<file path="src/logic/raster_pkg.sv">
// shared constants, types and the triangle record layout for the raster design; compile it first
`default_nettype none

package raster_pkg;

  ////////////////////
  // bus and screen constants
  ////////////////////

  // axi4-lite write channel
  localparam int data_width = 32;
  localparam int addr_width = 5;

  // one triangle record is six bus words
  localparam int words_per_tri = 6;
  // writing this word index completes a record
  localparam logic [2:0] last_word_idx = 3'd5;

  // frame buffer is a quarter of the 640x480 scan
  localparam int screen_w = 320;
  localparam int screen_h = 240;
  localparam int fb_depth = screen_w * screen_h;
  localparam int fb_addr_width = 17;

  // triangle queue entries
  localparam int fifo_depth = 16;

  ////////////////////
  // basic types
  ////////////////////

  typedef logic [data_width-1:0] word_t;
  typedef logic [fb_addr_width-1:0] fb_addr_t;
  // rgb332: red 7..5, green 4..2, blue 1..0
  typedef logic [7:0] pixel_t;
  typedef logic [8:0] coord_x_t;
  typedef logic [7:0] coord_y_t;

  // black, written by the clear sweep
  localparam pixel_t clear_color = 8'h00;

  ////////////////////
  // triangle record, word 5 on top and word 0 at the bottom
  ////////////////////

  typedef struct packed {
    // word 5
    logic [31:0] rsvd_inv_area;
    // word 4
    logic [7:0]  pad4;
    pixel_t      color;
    logic [15:0] rsvd_z3;
    // word 3
    logic [7:0]  pad3_hi;
    coord_y_t    v3y;
    logic [6:0]  pad3_lo;
    coord_x_t    v3x;
    // word 2
    logic [15:0] rsvd_z2;
    logic [7:0]  pad2;
    coord_y_t    v2y;
    // word 1
    logic [6:0]  pad1;
    coord_x_t    v2x;
    logic [15:0] rsvd_z1;
    // word 0
    logic [7:0]  pad0_hi;
    coord_y_t    v1y;
    logic [6:0]  pad0_lo;
    coord_x_t    v1x;
  } tri_fields_t;

  // bus side sees raw words, draw side sees the fields
  typedef union packed {
    word_t [words_per_tri-1:0] words;
    tri_fields_t               fields;
  } tri_word_u;

  // one frame buffer write
  typedef struct packed {
    logic     en;
    fb_addr_t addr;
    pixel_t   data;
  } fb_wr_t;

  typedef enum logic [1:0] {
    clear,
    wait_tri,
    fill
  } draw_state_e;

  // linear pixel address, row major
  function automatic fb_addr_t pixel_addr(coord_x_t x, coord_y_t y);
    return fb_addr_t'(y) * fb_addr_t'(screen_w) + fb_addr_t'(x);
  endfunction

endpackage

`default_nettype wire
</file>
<file path="src/logic/draw_controller.sv">
// draw FSM: clears the frame buffer on vsync, pops triangles and fills their bounding boxes
`timescale 1ns/100ps
`default_nettype none

module draw_controller (
  input  wire                         S_AXI_ACLK,
  input  wire                         S_AXI_ARESETN,
  input  wire                         vsync,
  input  wire raster_pkg::tri_word_u  rec,
  input  wire                         empty,
  output logic                        pop,
  output raster_pkg::fb_wr_t          fb_wr
);

  logic vsync_s1;
  logic vsync_s2;
  logic vsync_prev;
  logic vsync_rise;
  raster_pkg::draw_state_e state;
  raster_pkg::fb_addr_t clear_addr;
  raster_pkg::tri_fields_t tri_q;
  // first fill cycle, box being loaded
  logic setup;
  logic box_end;
  raster_pkg::coord_x_t bx_min;
  raster_pkg::coord_x_t bx_max;
  raster_pkg::coord_y_t by_min;
  raster_pkg::coord_y_t by_max;
  raster_pkg::coord_x_t x_lo;
  raster_pkg::coord_x_t x_hi;
  raster_pkg::coord_y_t y_hi;
  raster_pkg::coord_x_t cur_x;
  raster_pkg::coord_y_t cur_y;

  ////////////////////
  // vsync synchroniser and rising edge
  ////////////////////
  always_ff @(posedge S_AXI_ACLK) begin
    if (!S_AXI_ARESETN) begin
      vsync_s1 <= 1'b0;
      vsync_s2 <= 1'b0;
      vsync_prev <= 1'b0;
    end else begin
      vsync_s1 <= vsync;
      vsync_s2 <= vsync_s1;
      vsync_prev <= vsync_s2;
    end
  end

  assign vsync_rise = vsync_s2 && !vsync_prev;

  // pop the head while idle, unless a clear takes priority
  assign pop = (state == raster_pkg::wait_tri) && !empty && !vsync_rise;

  // bounding box of the latched vertices
  always_comb begin
    bx_min = tri_q.v1x;
    bx_max = tri_q.v1x;
    by_min = tri_q.v1y;
    by_max = tri_q.v1y;
    if (tri_q.v2x < bx_min) bx_min = tri_q.v2x;
    if (tri_q.v3x < bx_min) bx_min = tri_q.v3x;
    if (tri_q.v2x > bx_max) bx_max = tri_q.v2x;
    if (tri_q.v3x > bx_max) bx_max = tri_q.v3x;
    if (tri_q.v2y < by_min) by_min = tri_q.v2y;
    if (tri_q.v3y < by_min) by_min = tri_q.v3y;
    if (tri_q.v2y > by_max) by_max = tri_q.v2y;
    if (tri_q.v3y > by_max) by_max = tri_q.v3y;
  end

  // last pixel of the box
  assign box_end = (cur_x == x_hi) && (cur_y == y_hi);

  ////////////////////
  // state register and clear counter
  ////////////////////
  always_ff @(posedge S_AXI_ACLK) begin
    if (!S_AXI_ARESETN) begin
      state <= raster_pkg::clear;
      clear_addr <= '0;
      setup <= 1'b0;
    end else begin
      case (state)
        raster_pkg::clear: begin
          clear_addr <= clear_addr + 1'b1;
          if (clear_addr == raster_pkg::fb_addr_t'(raster_pkg::fb_depth - 1)) begin
            clear_addr <= '0;
            state <= raster_pkg::wait_tri;
          end
        end
        raster_pkg::wait_tri: begin
          // a vsync edge during a fill is not seen here
          if (vsync_rise) begin
            state <= raster_pkg::clear;
          end else if (!empty) begin
            state <= raster_pkg::fill;
            setup <= 1'b1;
          end
        end
        raster_pkg::fill: begin
          if (setup) begin
            setup <= 1'b0;
          end else if (box_end) begin
            state <= raster_pkg::wait_tri;
          end
        end
        default: state <= raster_pkg::clear;
      endcase
    end
  end

  // record latch and box walk, row by row
  always_ff @(posedge S_AXI_ACLK) begin
    if (pop) begin
      tri_q <= rec.fields;
    end
    if (state == raster_pkg::fill) begin
      if (setup) begin
        x_lo <= bx_min;
        x_hi <= bx_max;
        y_hi <= by_max;
        cur_x <= bx_min;
        cur_y <= by_min;
      end else if (cur_x == x_hi) begin
        cur_x <= x_lo;
        cur_y <= cur_y + 1'b1;
      end else begin
        cur_x <= cur_x + 1'b1;
      end
    end
  end

  // write port, one pixel per cycle
  always_comb begin
    fb_wr.en = 1'b0;
    fb_wr.addr = raster_pkg::pixel_addr(cur_x, cur_y);
    fb_wr.data = tri_q.color;
    if (state == raster_pkg::clear) begin
      fb_wr.en = 1'b1;
      fb_wr.addr = clear_addr;
      fb_wr.data = raster_pkg::clear_color;
    end else if (state == raster_pkg::fill && !setup) begin
      fb_wr.en = 1'b1;
    end
  end

endmodule

`default_nettype wire

</file>
<file path="config.mk">
export PLATFORM = sky130hd
export DESIGN_NAME = draw_controller
export DESIGN_NICKNAME = d
export VERILOG_FILES = /design/src/logic/raster_pkg.sv /design/src/logic/draw_controller.sv
export SDC_FILE = /design/constraint.sdc
export NUM_CORES = 1
export LEC_CHECK = 0
export BUFFER_PORTS_ARGS = -buffer_cell sky130_fd_sc_hd__buf_2
export CAP_MARGIN = 40
export CELL_PAD_IN_SITES_DETAIL_PLACEMENT = 0
export CELL_PAD_IN_SITES_GLOBAL_PLACEMENT = 1
export CORE_UTILIZATION = 44
export DETAILED_ROUTE_END_ITERATION = 12
export PLACE_DENSITY_LB_ADDON = 0.1
export SLEW_MARGIN = 20
export SYNTH_ARGS = -nofsm -noshare
export SYNTH_HDL_FRONTEND = slang
export SYNTH_SLANG_ARGS = --single-unit
</file>
<file path="constraint.sdc">
create_clock -name S_AXI_ACLK -period 10.55 [get_ports S_AXI_ACLK]
set_input_delay 2.11 -clock S_AXI_ACLK [delete_from_list [all_inputs] [get_ports S_AXI_ACLK]]
set_output_delay 2.11 -clock S_AXI_ACLK [all_outputs]
set_load 0.02 [all_outputs]
</file>
# == Word-level counts from Yosys, hierarchy flattened ==
# Index checks and enable logic that the tools add are counted.
# word_totals
elab_cells,83
inputBits,196
out_inout_bits,27
regBits,125
# op_classes
n_eq_ne,11
n_mux,25
n_mul,1
n_lt_le_gt_ge,8
n_reduce_logical,16
add_sub_neg,4
# op_table
op,n
$mux 9,6
$mux 8,6
$mux 25,1
$gt 9x9->1,2
$lt 9x9->1,2
$add 17x1->17 const B,1
$add 17x9->17,1
$eq 17x17->1 const B,1
$mux 17,1
$gt 8x8->1,2
$lt 8x8->1,2
$mul 8x3->11 const B,1
$mux 2,5
$ne 2x2->1 const B,5
$add 9x1->9 const B,1
$eq 9x9->1,1
$add 8x1->8 const B,1
$eq 8x8->1,1
$pmux 2 s3,1
$logic_and 1x1->1,5
$logic_not 1->1,4
$mux 1,4
$reduce_and 2->1,2
$reduce_and 4->1,1
other kinds (7),8

# == Depth between registers and ports, before layout ==
# Gate-level depths: netlist of the first run.
# logic_depth
depth_word,5
depth_mapped,18
depth_no_buf,15

# == Worst setup path before layout of the first run ==
# Ideal clock, no wire load.
# synth_path
path_kind,input port to output port
start,input empty
end,output pop
t_required_ns,8.440
path_buffers,0
arrival_ns,5.042
setup_slack_ns,3.398
path_stages,1
cell_sequence,nor2b_1
# synth_between
elab_chain_len,3
# synth_lines
item,line,source
"start, declared",draw_controller.sv:10,"input wire empty,"
$logic_not 1->1,--,
$logic_and 1x1->1 (2 in series),draw_controller.sv:53,assign pop = (state == raster_pkg::wait_tri) && !empty && !vsync_rise;
"end, declared",draw_controller.sv:11,"output logic pop,"
# No other way between the ends.

==> impl_metrics.toml, run 1 <==
[timing]
hold_viol = 0
finalSetupViolCount = 0
tightest_slew_ns = 0.872
setup_tns_ns = 0
fmax_mhz = 188
rsz0062_at_grt = "false"
final_max_slew_viol_count = 0
fin_skew_ns = 0.0136
post-route-min-period_ns = 5.32
min_period_over_period = 0.505
max_slew_margin = 0.418

[synth]
synthArstFlopShare = 0
syn_nets = 1004
synth_cell_types = 63
synthCells = 739
yosys-top-cells-area = "edfxtp_1, ha_1, dfxtp_1, mux2i_1, xnor2_1"
netlist_area_um2 = 7810
synth_seq_area_share = 0.451
synth_seq_cells = 125
synth_edf_count = 102
yosys-top-cells-count = "edfxtp_1, ha_1, inv_1, nand2_1, mux2i_1"
synth_ff_type = "edfxtp_1"
synth.top_cell.area_share = 0.392
synth.most_common_cell = "edfxtp_1"
avgSynthCellArea_um2 = 10.6
netlist.top_cell.by_area = "edfxtp_1"
ys_warn_count = 0

[power_and_ir_drop]
p_per_area_nw_per_um2 = 191
leakage_nw = 3.83
ir_drop_mv = 0.124
power.total_mw = 1.74

[global_routing]
grt_pass1_vias = 5829
grt_start_max_net_pins = 61
antenna_found_initial = 0
grt_overflow = 0
grtUsageTotal = 0.204
grt_pass1_wl_um = 28800

[setup_path]
critical_path_class = "reg2out"
cp_max_fo = 7
required_ns = 8.44
startpoint_type = "register"
crit_arrival_ns = 3.21
crit_path_end_kind = "primary output"

[layout]
n_fill_cell = 1569
diodes = 0
drive_above_1_share = 0.194
multi_input_area_um2 = 3960
final_area_um2 = 9110
final_util = 0.527
seqCellArea_um2 = 3520
synthToLayoutAreaGrowth_pct = 16.6
stdcell_count = 1070
nNetsFinal = 1097

[die]
start_util = 0.452
fp.dieH_um = 135
die-area_um2 = 18300
die_w_um = 135
io_pins = 223
rows = 48
core_um2 = 17300

[cts]
cts.sinks = 125
cts_hold_buf = 0
htree_num_levels = 4
clk_path_buf_depth = 2
cts_made_buffers = 17
post_cts_resized = 0
post_cts_buffers = 0
cts_tree = "done"
cts_root_buffer = "clkbuf_16"
insertion_delay_ns = 0.42
cts.clk_slew.worst_paths_ns = 0.06

[drt]
via_count = 5798
drt_iter0_drc = 276
post_drt_wl_per_cell_um = 16.5
postRouteAntennaNets = 0
avgViaCountPerCell = 5.42
drc = 0
routed_wl_um = 17700
first_pass_iters = 5

[run_status]
status = "finished, final reports clean"

[worst_hold_path]
hp-class = "reg2reg"

[placement]
port-buffer-count = 89
placed_cells = 1037
placed_cell_area_um2 = 8510
gp_congestion = 0.848
hpwl_um = 13200

[flow_run]
cap_violations = 0
power breakdown:
part | internal, mW | leakage [nW] | switching, mW | total, mW
clock network | 0.371 | 0.280 | 0.227 | 0.598
logic | 0.201 | 2.45 | 0.318 | 0.519
registers | 0.590 | 1.11 | 0.0357 | 0.625
cells by family (layout without fill, tap and decap cells):
kind of cell | after synthesis | count (layout) | share of synthesized area
compound gates | 132 | 132 | 0.115
xor+xnor | 54 | 54 | 0.0605
fa+ha+maj | 69 | 69 | 0.112
buf+inv | 84 | 190 | 0.0434
flops | 125 | 125 | 0.451
mux | 60 | 60 | 0.0802
simple gates | 215 | 215 | 0.137
state kept, by name, indices dropped and copies added (netlist names):
| name | count |
|---|---|
| tri_q | 59 |
| cur_x | 9 |
| y_hi | 8 |
| x_hi | 9 |
| vsync_s1 | 1 |
| x_lo | 9 |
| vsync_prev | 1 |
| cur_y | 8 |
| setup | 1 |
| state | 2 |
| clear_addr | 17 |
| vsync_s2 | 1 |
per-layer routing:
metal | GRT usage | share of wire | wire, µm
met5 | 0 | 0 | 0
met4 | 0.0743 | 0.018 | 311
met3 | 0.0494 | 0.048 | 848
met2 | 0.327 | 0.46 | 8050
met1 | 0.268 | 0.48 | 8480
per-stage QoR:
stage / setup slack [ns] / hold slack (ns)
after global routing: 4.95 / 0.450
final: 5.23 / 0.438
after floorplan: 3.40 / 0.412
after CTS: 5.18 / 0.446
after detailed placement: 5.64 / 0.430
after global placement: 5.65 / 0.419
final timing paths:
check            start        end  slack [ns]  cells after the start
max reg2reg  tri_q[54]   cur_x[7]        5.84                     15
max           cur_y[3]  fb_wr[23]        5.23                      9
min           vsync_s1   vsync_s2        0.44                      1
min reg2reg   vsync_s1   vsync_s2        0.44                      1
worst max-delay path, cell delays in order, from the launching register on:
cell	delay (ns)
edfxtp_1	0.51
ha_1	0.35
ha_1	0.34
o21ai_0	0.14
or4b_2	0.63
o2111ai_1	0.15
nand4_1	0.16
xnor2_1	0.15
o21ai_0	0.17
buf_2	0.19
cells in the final DEF (no fill, tap or decap), types with 9 or more instances in the layout:
master / Yosys / routed
nand2_1: 57 / 57
mux2_2: 13 / 13
and3_1: 14 / 14
ha_1: 67 / 67
a211oi_1: 9 / 9
dfxtp_1: 23 / 23
clkbuf_16: 0 / 17
nor2_1: 42 / 41
inv_1: 59 / 59
xor2_1: 25 / 25
a21oi_1: 36 / 36
and2_1: 11 / 11
o21ai_0: 26 / 26
nand4_1: 13 / 13
buf_2: 4 / 89
xnor2_1: 29 / 29
nand3_1: 30 / 30
nor3_1: 9 / 9
mux2i_1: 45 / 45
edfxtp_1: 102 / 102
layout make-up:
| class | count | share of cell area |
|---|---|---|
| clock buffers | 18 | 0.0471 |
| clock inverters | 14 | 0.0185 |
| inverters | 59 | 0.0243 |
| multi-input cells | 530 | 0.435 |
| flip-flops and latches | 125 | 0.387 |
| well taps | 225 | 0.0309 |
| repair buffers | 99 | 0.0575 |
(Power assumes the default switching activity.)
==> run 2: changes to the inputs <==
- CORE_UTILIZATION: 44 -> 37
- clock period: 10.55 -> 4.4 ns (I/O delays scaled with it)
==> run 2 against run 1 <==
Against the previous run:
- sequential cell count unchanged
- largest power group unchanged
- critical endpoint unchanged
- sequential share of layout area decreased by 0.42 points
- sequential power increased by 140%
- power increased by 140%
- combinational power increased by 140%
- hold slack improved by 0.015 ns
- via count decreased by 1.3%
- global-route usage decreased by 3.2 points
- utilization decreased by 7.7 points
- critical path type unchanged
==> impl_metrics.toml, run 2 (synthesized netlist as in run 1, its figures left out) <==
[setup_path]
critPathSlowestCell = "or4b_2"
path_delay_family = "simple AND/OR/NAND/NOR gates"
crit_cells = 9
cp_num_buf_inv = 1
r2r_cells = 15
cp_max_fo = 7
crit_arrival_ns = 3.25
crit_path_end_kind = "primary output"
cp_cell_sequence = "ha_1, ha_1, o21ai_0, or4b_2, o2111ai_1, nand4_1, xnor2_1, o21ai_0, buf_2"
critical_path_class = "reg2out"
startpoint_type = "register"
critPathMaxStageDelay_ns = 0.63
required_ns = 3.52

[timing]
post-route-min-period_ns = 4.13
rsz0062_at_grt = "false"
min_period_over_period = 0.938
tightest_slew_ns = 0.826
final_max_slew_viol_count = 0
hold_viol = 0
max_slew_margin = 0.449
fmax_mhz = 242
whs_ns = 0.453
fin_skew_ns = 0.0125
setup_tns_ns = 0
finalSetupViolCount = 0

[die]
die_w_um = 147
core_um2 = 20500
fp.dieH_um = 147
io_pins = 223
die-area_um2 = 21700
start_util = 0.381
rows = 52

[power_and_ir_drop]
p_per_area_nw_per_um2 = 454
leakage_nw = 3.86
ir_drop_mv = 0.238
power.total_mw = 4.18

[layout]
nNetsFinal = 1101
largest_reg_flops = 59
final_cell_mix = "edfxtp_1, buf_2, ha_1"
layout_commonest_cell = "edfxtp_1"
final_area_um2 = 9210
diodes = 0
top_regs = "tri_q: 59 flops, clear_addr: 17 flops"
drive_above_1_share = 0.200
final_util = 0.449
synthToLayoutAreaGrowth_pct = 17.9
top_register = "tri_q"

[placement]
gp_congestion = 0.802
port-buffer-count = 89
placed_cell_area_um2 = 8580
hpwl_um = 13500

[global_routing]
antenna_found_initial = 0
grt_overflow = 0
grt_pass1_vias = 5713
grt_start_max_net_pins = 61
grt_pass1_wl_um = 29100
grtUsageTotal = 0.172

[cts]
cts.clk_slew.worst_paths_ns = 0.06
cts_tree = "done"
cts.sinks = 125
htree_num_levels = 4
insertion_delay_ns = 0.42
clk_path_buf_depth = 2
cts_made_buffers = 17
post_cts_buffers = 0
cts_root_buffer = "clkbuf_16"

[worst_hold_path]
min_path_cells = 1
hp-class = "reg2reg"

[drt]
routed_wl_um = 17800
avgViaCountPerCell = 5.12
via_count = 5725
drt_iter0_drc = 327
drc = 0
postRouteAntennaNets = 0
post_drt_wl_per_cell_um = 15.9
first_pass_iters = 4

[flow_run]
cap_violations = 0

[run_status]
status = "finished, final reports clean"
run 2: cell types whose count changed in the layout (fill, tap and decap cells not counted):
cell / change
or2_1: -1
clkinv_2: -1
buf_4: +4
or2_4: +1
clkbuf_1: -1
buf_12: +1
nor2_2: +2
buf_6: -1
o21ai_1: +1
nor2_1: -2
clkinvlp_4: -2
o21ai_0: -1
clkinv_1: +1
clkinv_4: +2
run 2: final timing paths:
| path | endpoint | slack (ns) | from |
|---|---|---|---|
| worst min-delay path | vsync_s2 | 0.45 | vsync_s1 |
| worst min register to register | vsync_s2 | 0.45 | vsync_s1 |
| worst max-delay path | fb_wr[23] | 0.27 | cur_y[3] |
| worst max register to register | cur_x[1] | 0.36 | tri_q[54] |
run 2: worst reg2reg max path, cell delays in order (launching register included):
cell and delay (ns):
edfxtp_1 0.43, ha_1 0.34, a211oi_2 0.21, nand3_1 0.14
o21a_1 0.24, nor2_2 0.22, buf_4 0.20, mux2_2 0.38
inv_1 0.07, ha_1 0.23, nand4_1 0.10, nor4_1 0.06
mux2_4 0.36, or2_4 0.36, buf_4 0.18, a211oi_1 0.30
run 2: power by group:
part | leakage [nW] | switching [mW] | internal [mW]
Combinational | 2.47 | 0.774 | 0.490
Clock | 0.284 | 0.532 | 0.887
Sequential | 1.11 | 0.0830 | 1.41
Total | 3.86 | 1.39 | 2.79
run 2: per-stage QoR:
step	setup slack, ns	std cells
after floorplan	0.590	739
after detailed placement	0.172	1085
final	0.275	1118
after global placement	0.194	1085
after CTS	0.142	1116
after global routing	0.0247	1118
run 2: routing by layer:
metal  global-route usage  share of wire  up-vias
li1                     -              -     2897
met1                0.235           0.50     2683
met2                0.269           0.44      130
met3               0.0345          0.043       15
met4               0.0613          0.014        0
met5                    0              0        -
run 2: final cells by class:
cell class                 count  area, µm²
timing repair buffer         103        563
sequential                   125       3520
multi-input combinational    530       3970
inverter                      59        221
clock buffer                  17        425
tap                          270        338
clock inverter                14        170
fill                        1961      11300
run 2: repair_timing:
action / in CTS / in global routing
setup endpoints to repair: 0 / 14
resized for setup: 0 / 4
endpoints found under the hold margin: 0 / 0
hold buffers: 0 / 0
==> run 3: changes to the inputs <==
- CELL_PAD_IN_SITES_DETAIL_PLACEMENT: 0 -> 1
==> run 3 against run 2 <==
Against the previous run:
- sequential cell count stayed put
- power is 3.0% higher
- utilization is 0.16 points higher
- routed wire length is 10% higher
- clock power increased by 6%
- die area unchanged
- first-iteration DRC count shrank 39%
- critical path depth unchanged
- critical endpoint unchanged
- final area rose by 0.37%
==> impl_metrics.toml, run 3 (synthesized netlist as in run 1, its figures left out) <==
[run_status]
status = "finished, final reports clean"

[setup_path]
cp_max_fo = 7
required_ns = 3.52
startpoint_type = "register"
critPathSlowestCell = "or4b_2"
critical_path_class = "reg2out"
critPathMaxStageDelay_ns = 0.63
cp_cell_sequence = "ha_1, ha_1, o21ai_0, or4b_2, o2111ai_1, nand4_1, xnor2_1, o21ai_0, buf_2"
crit_path_end_kind = "primary output"
crit_arrival_ns = 3.28

[layout]
top_regs = "tri_q: 59 flops, clear_addr: 17 flops"
final_cell_mix = "edfxtp_1, buf_2, ha_1"
nNetsFinal = 1101
diodes = 0
layout_commonest_cell = "edfxtp_1"
top_register = "tri_q"
final_util = 0.451
drive_above_1_share = 0.201
synthToLayoutAreaGrowth_pct = 18.3
largest_reg_flops = 59

[timing]
tightest_slew_ns = 0.804
min_period_over_period = 0.945
rsz0062_at_grt = "false"
final_max_slew_viol_count = 0
fmax_mhz = 241
finalSetupViolCount = 0
post-route-min-period_ns = 4.16
fin_skew_ns = 0.0150
setup_tns_ns = 0
hold_viol = 0
max_slew_margin = 0.464

[drt]
drc = 0
postRouteAntennaNets = 0
drt_iter0_drc = 199
via_count = 5813
routed_wl_um = 19700
post_drt_wl_per_cell_um = 17.6
avgViaCountPerCell = 5.19
first_pass_iters = 4

[placement]
hpwl_um = 14900
gp_congestion = 0.802
port-buffer-count = 89

[die]
core_um2 = 20500
fp.dieH_um = 147
die-area_um2 = 21700
io_pins = 223
die_w_um = 147
rows = 52
start_util = 0.381

[global_routing]
antenna_found_initial = 0
grt_pass1_wl_um = 32100
grt_overflow = 0
grt_start_max_net_pins = 61
grt_pass1_vias = 6242
grtUsageTotal = 0.191

[flow_run]
cap_violations = 0

[cts]
post_cts_buffers = 0
cts.sinks = 125
htree_num_levels = 4
cts.clk_slew.worst_paths_ns = 0.06
cts_tree = "done"
cts_root_buffer = "clkbuf_16"
cts_made_buffers = 17
clk_path_buf_depth = 2
insertion_delay_ns = 0.44
cts_hold_buf = 0

[power_and_ir_drop]
power.total_mw = 4.31
p_per_area_nw_per_um2 = 466
leakage_nw = 3.87
ir_drop_mv = 0.250

[worst_hold_path]
hp-class = "reg2reg"
[run 3: cell count changes in the layout (fill, tap and decap cells not counted), sizes merged]
cell	previous run	this run
buf	102	103
bufinv	3	4
inv	60	63
clkinv	8	4
[run 3: report_power, final]
part,internal (mW),switching [mW],leakage (nW),total (mW)
logic,0.495,0.803,2.47,1.30
registers,1.41,0.0858,1.11,1.50
clock network,0.949,0.561,0.294,1.51
total,2.86,1.45,3.87,4.31
[run 3: worst max-delay path: cells and delay by family (launching register included)]
kind	cells	cell delay (ns)
simple gates	2	0.78
flops	1	0.53
xor+xnor	1	0.17
buf+inv	1	0.19
fa+ha+maj	2	0.70
compound gates	3	0.47
[run 3: area by class of cell]
cell class	count	area, µm²
Tap cell	270	338
Clock buffer	18	429
Multi-Input combinational cell	530	3980
Fill cell	2264	11200
Clock inverter	14	190
Timing Repair Buffer	103	563
Sequential cell	125	3520
Inverter	59	221
[run 3: path summary, 6_finish.rpt]
kind                                 from         end  slack (ns)  depth (start not counted)
worst min-delay path             vsync_s2  vsync_prev        0.45                          1
worst min register to register   vsync_s2  vsync_prev        0.45                          1
worst max register to register  tri_q[54]    cur_x[1]        0.26                         15
worst max-delay path             cur_y[3]   fb_wr[23]        0.24                          9
[run 3: timing repair]
action	in CTS	in global routing
endpoints found under the setup margin	5	16
endpoints found under the hold margin	0	0
gates resized for setup	1	8
cloned	0	0
[run 3: stage by stage]
stage | area [µm²] | cells | hold slack, ns | setup slack (ns)
floorplan | 7820 | 739 | 0.412 | 0.590
global placement | 8580 | 1085 | 0.435 | 0.194
detailed placement | 8580 | 1085 | 0.431 | 0.0275
CTS | 9200 | 1117 | 0.456 | 0.0683
global route | 9250 | 1119 | 0.473 | 0.0157
finish | 9250 | 1119 | 0.451 | 0.242
[run 3: routing by layer]
| layer | GRT usage | share of wire | up-vias |
|---|---|---|---|
| met2 | 0.324 | 0.47 | 102 |
| met1 | 0.244 | 0.48 | 2796 |
| met4 | 0.0613 | 0.014 | 0 |
| met5 | 0 | 0 | - |
| met3 | 0.0379 | 0.032 | 21 |
| li1 | - | - | 2894 |
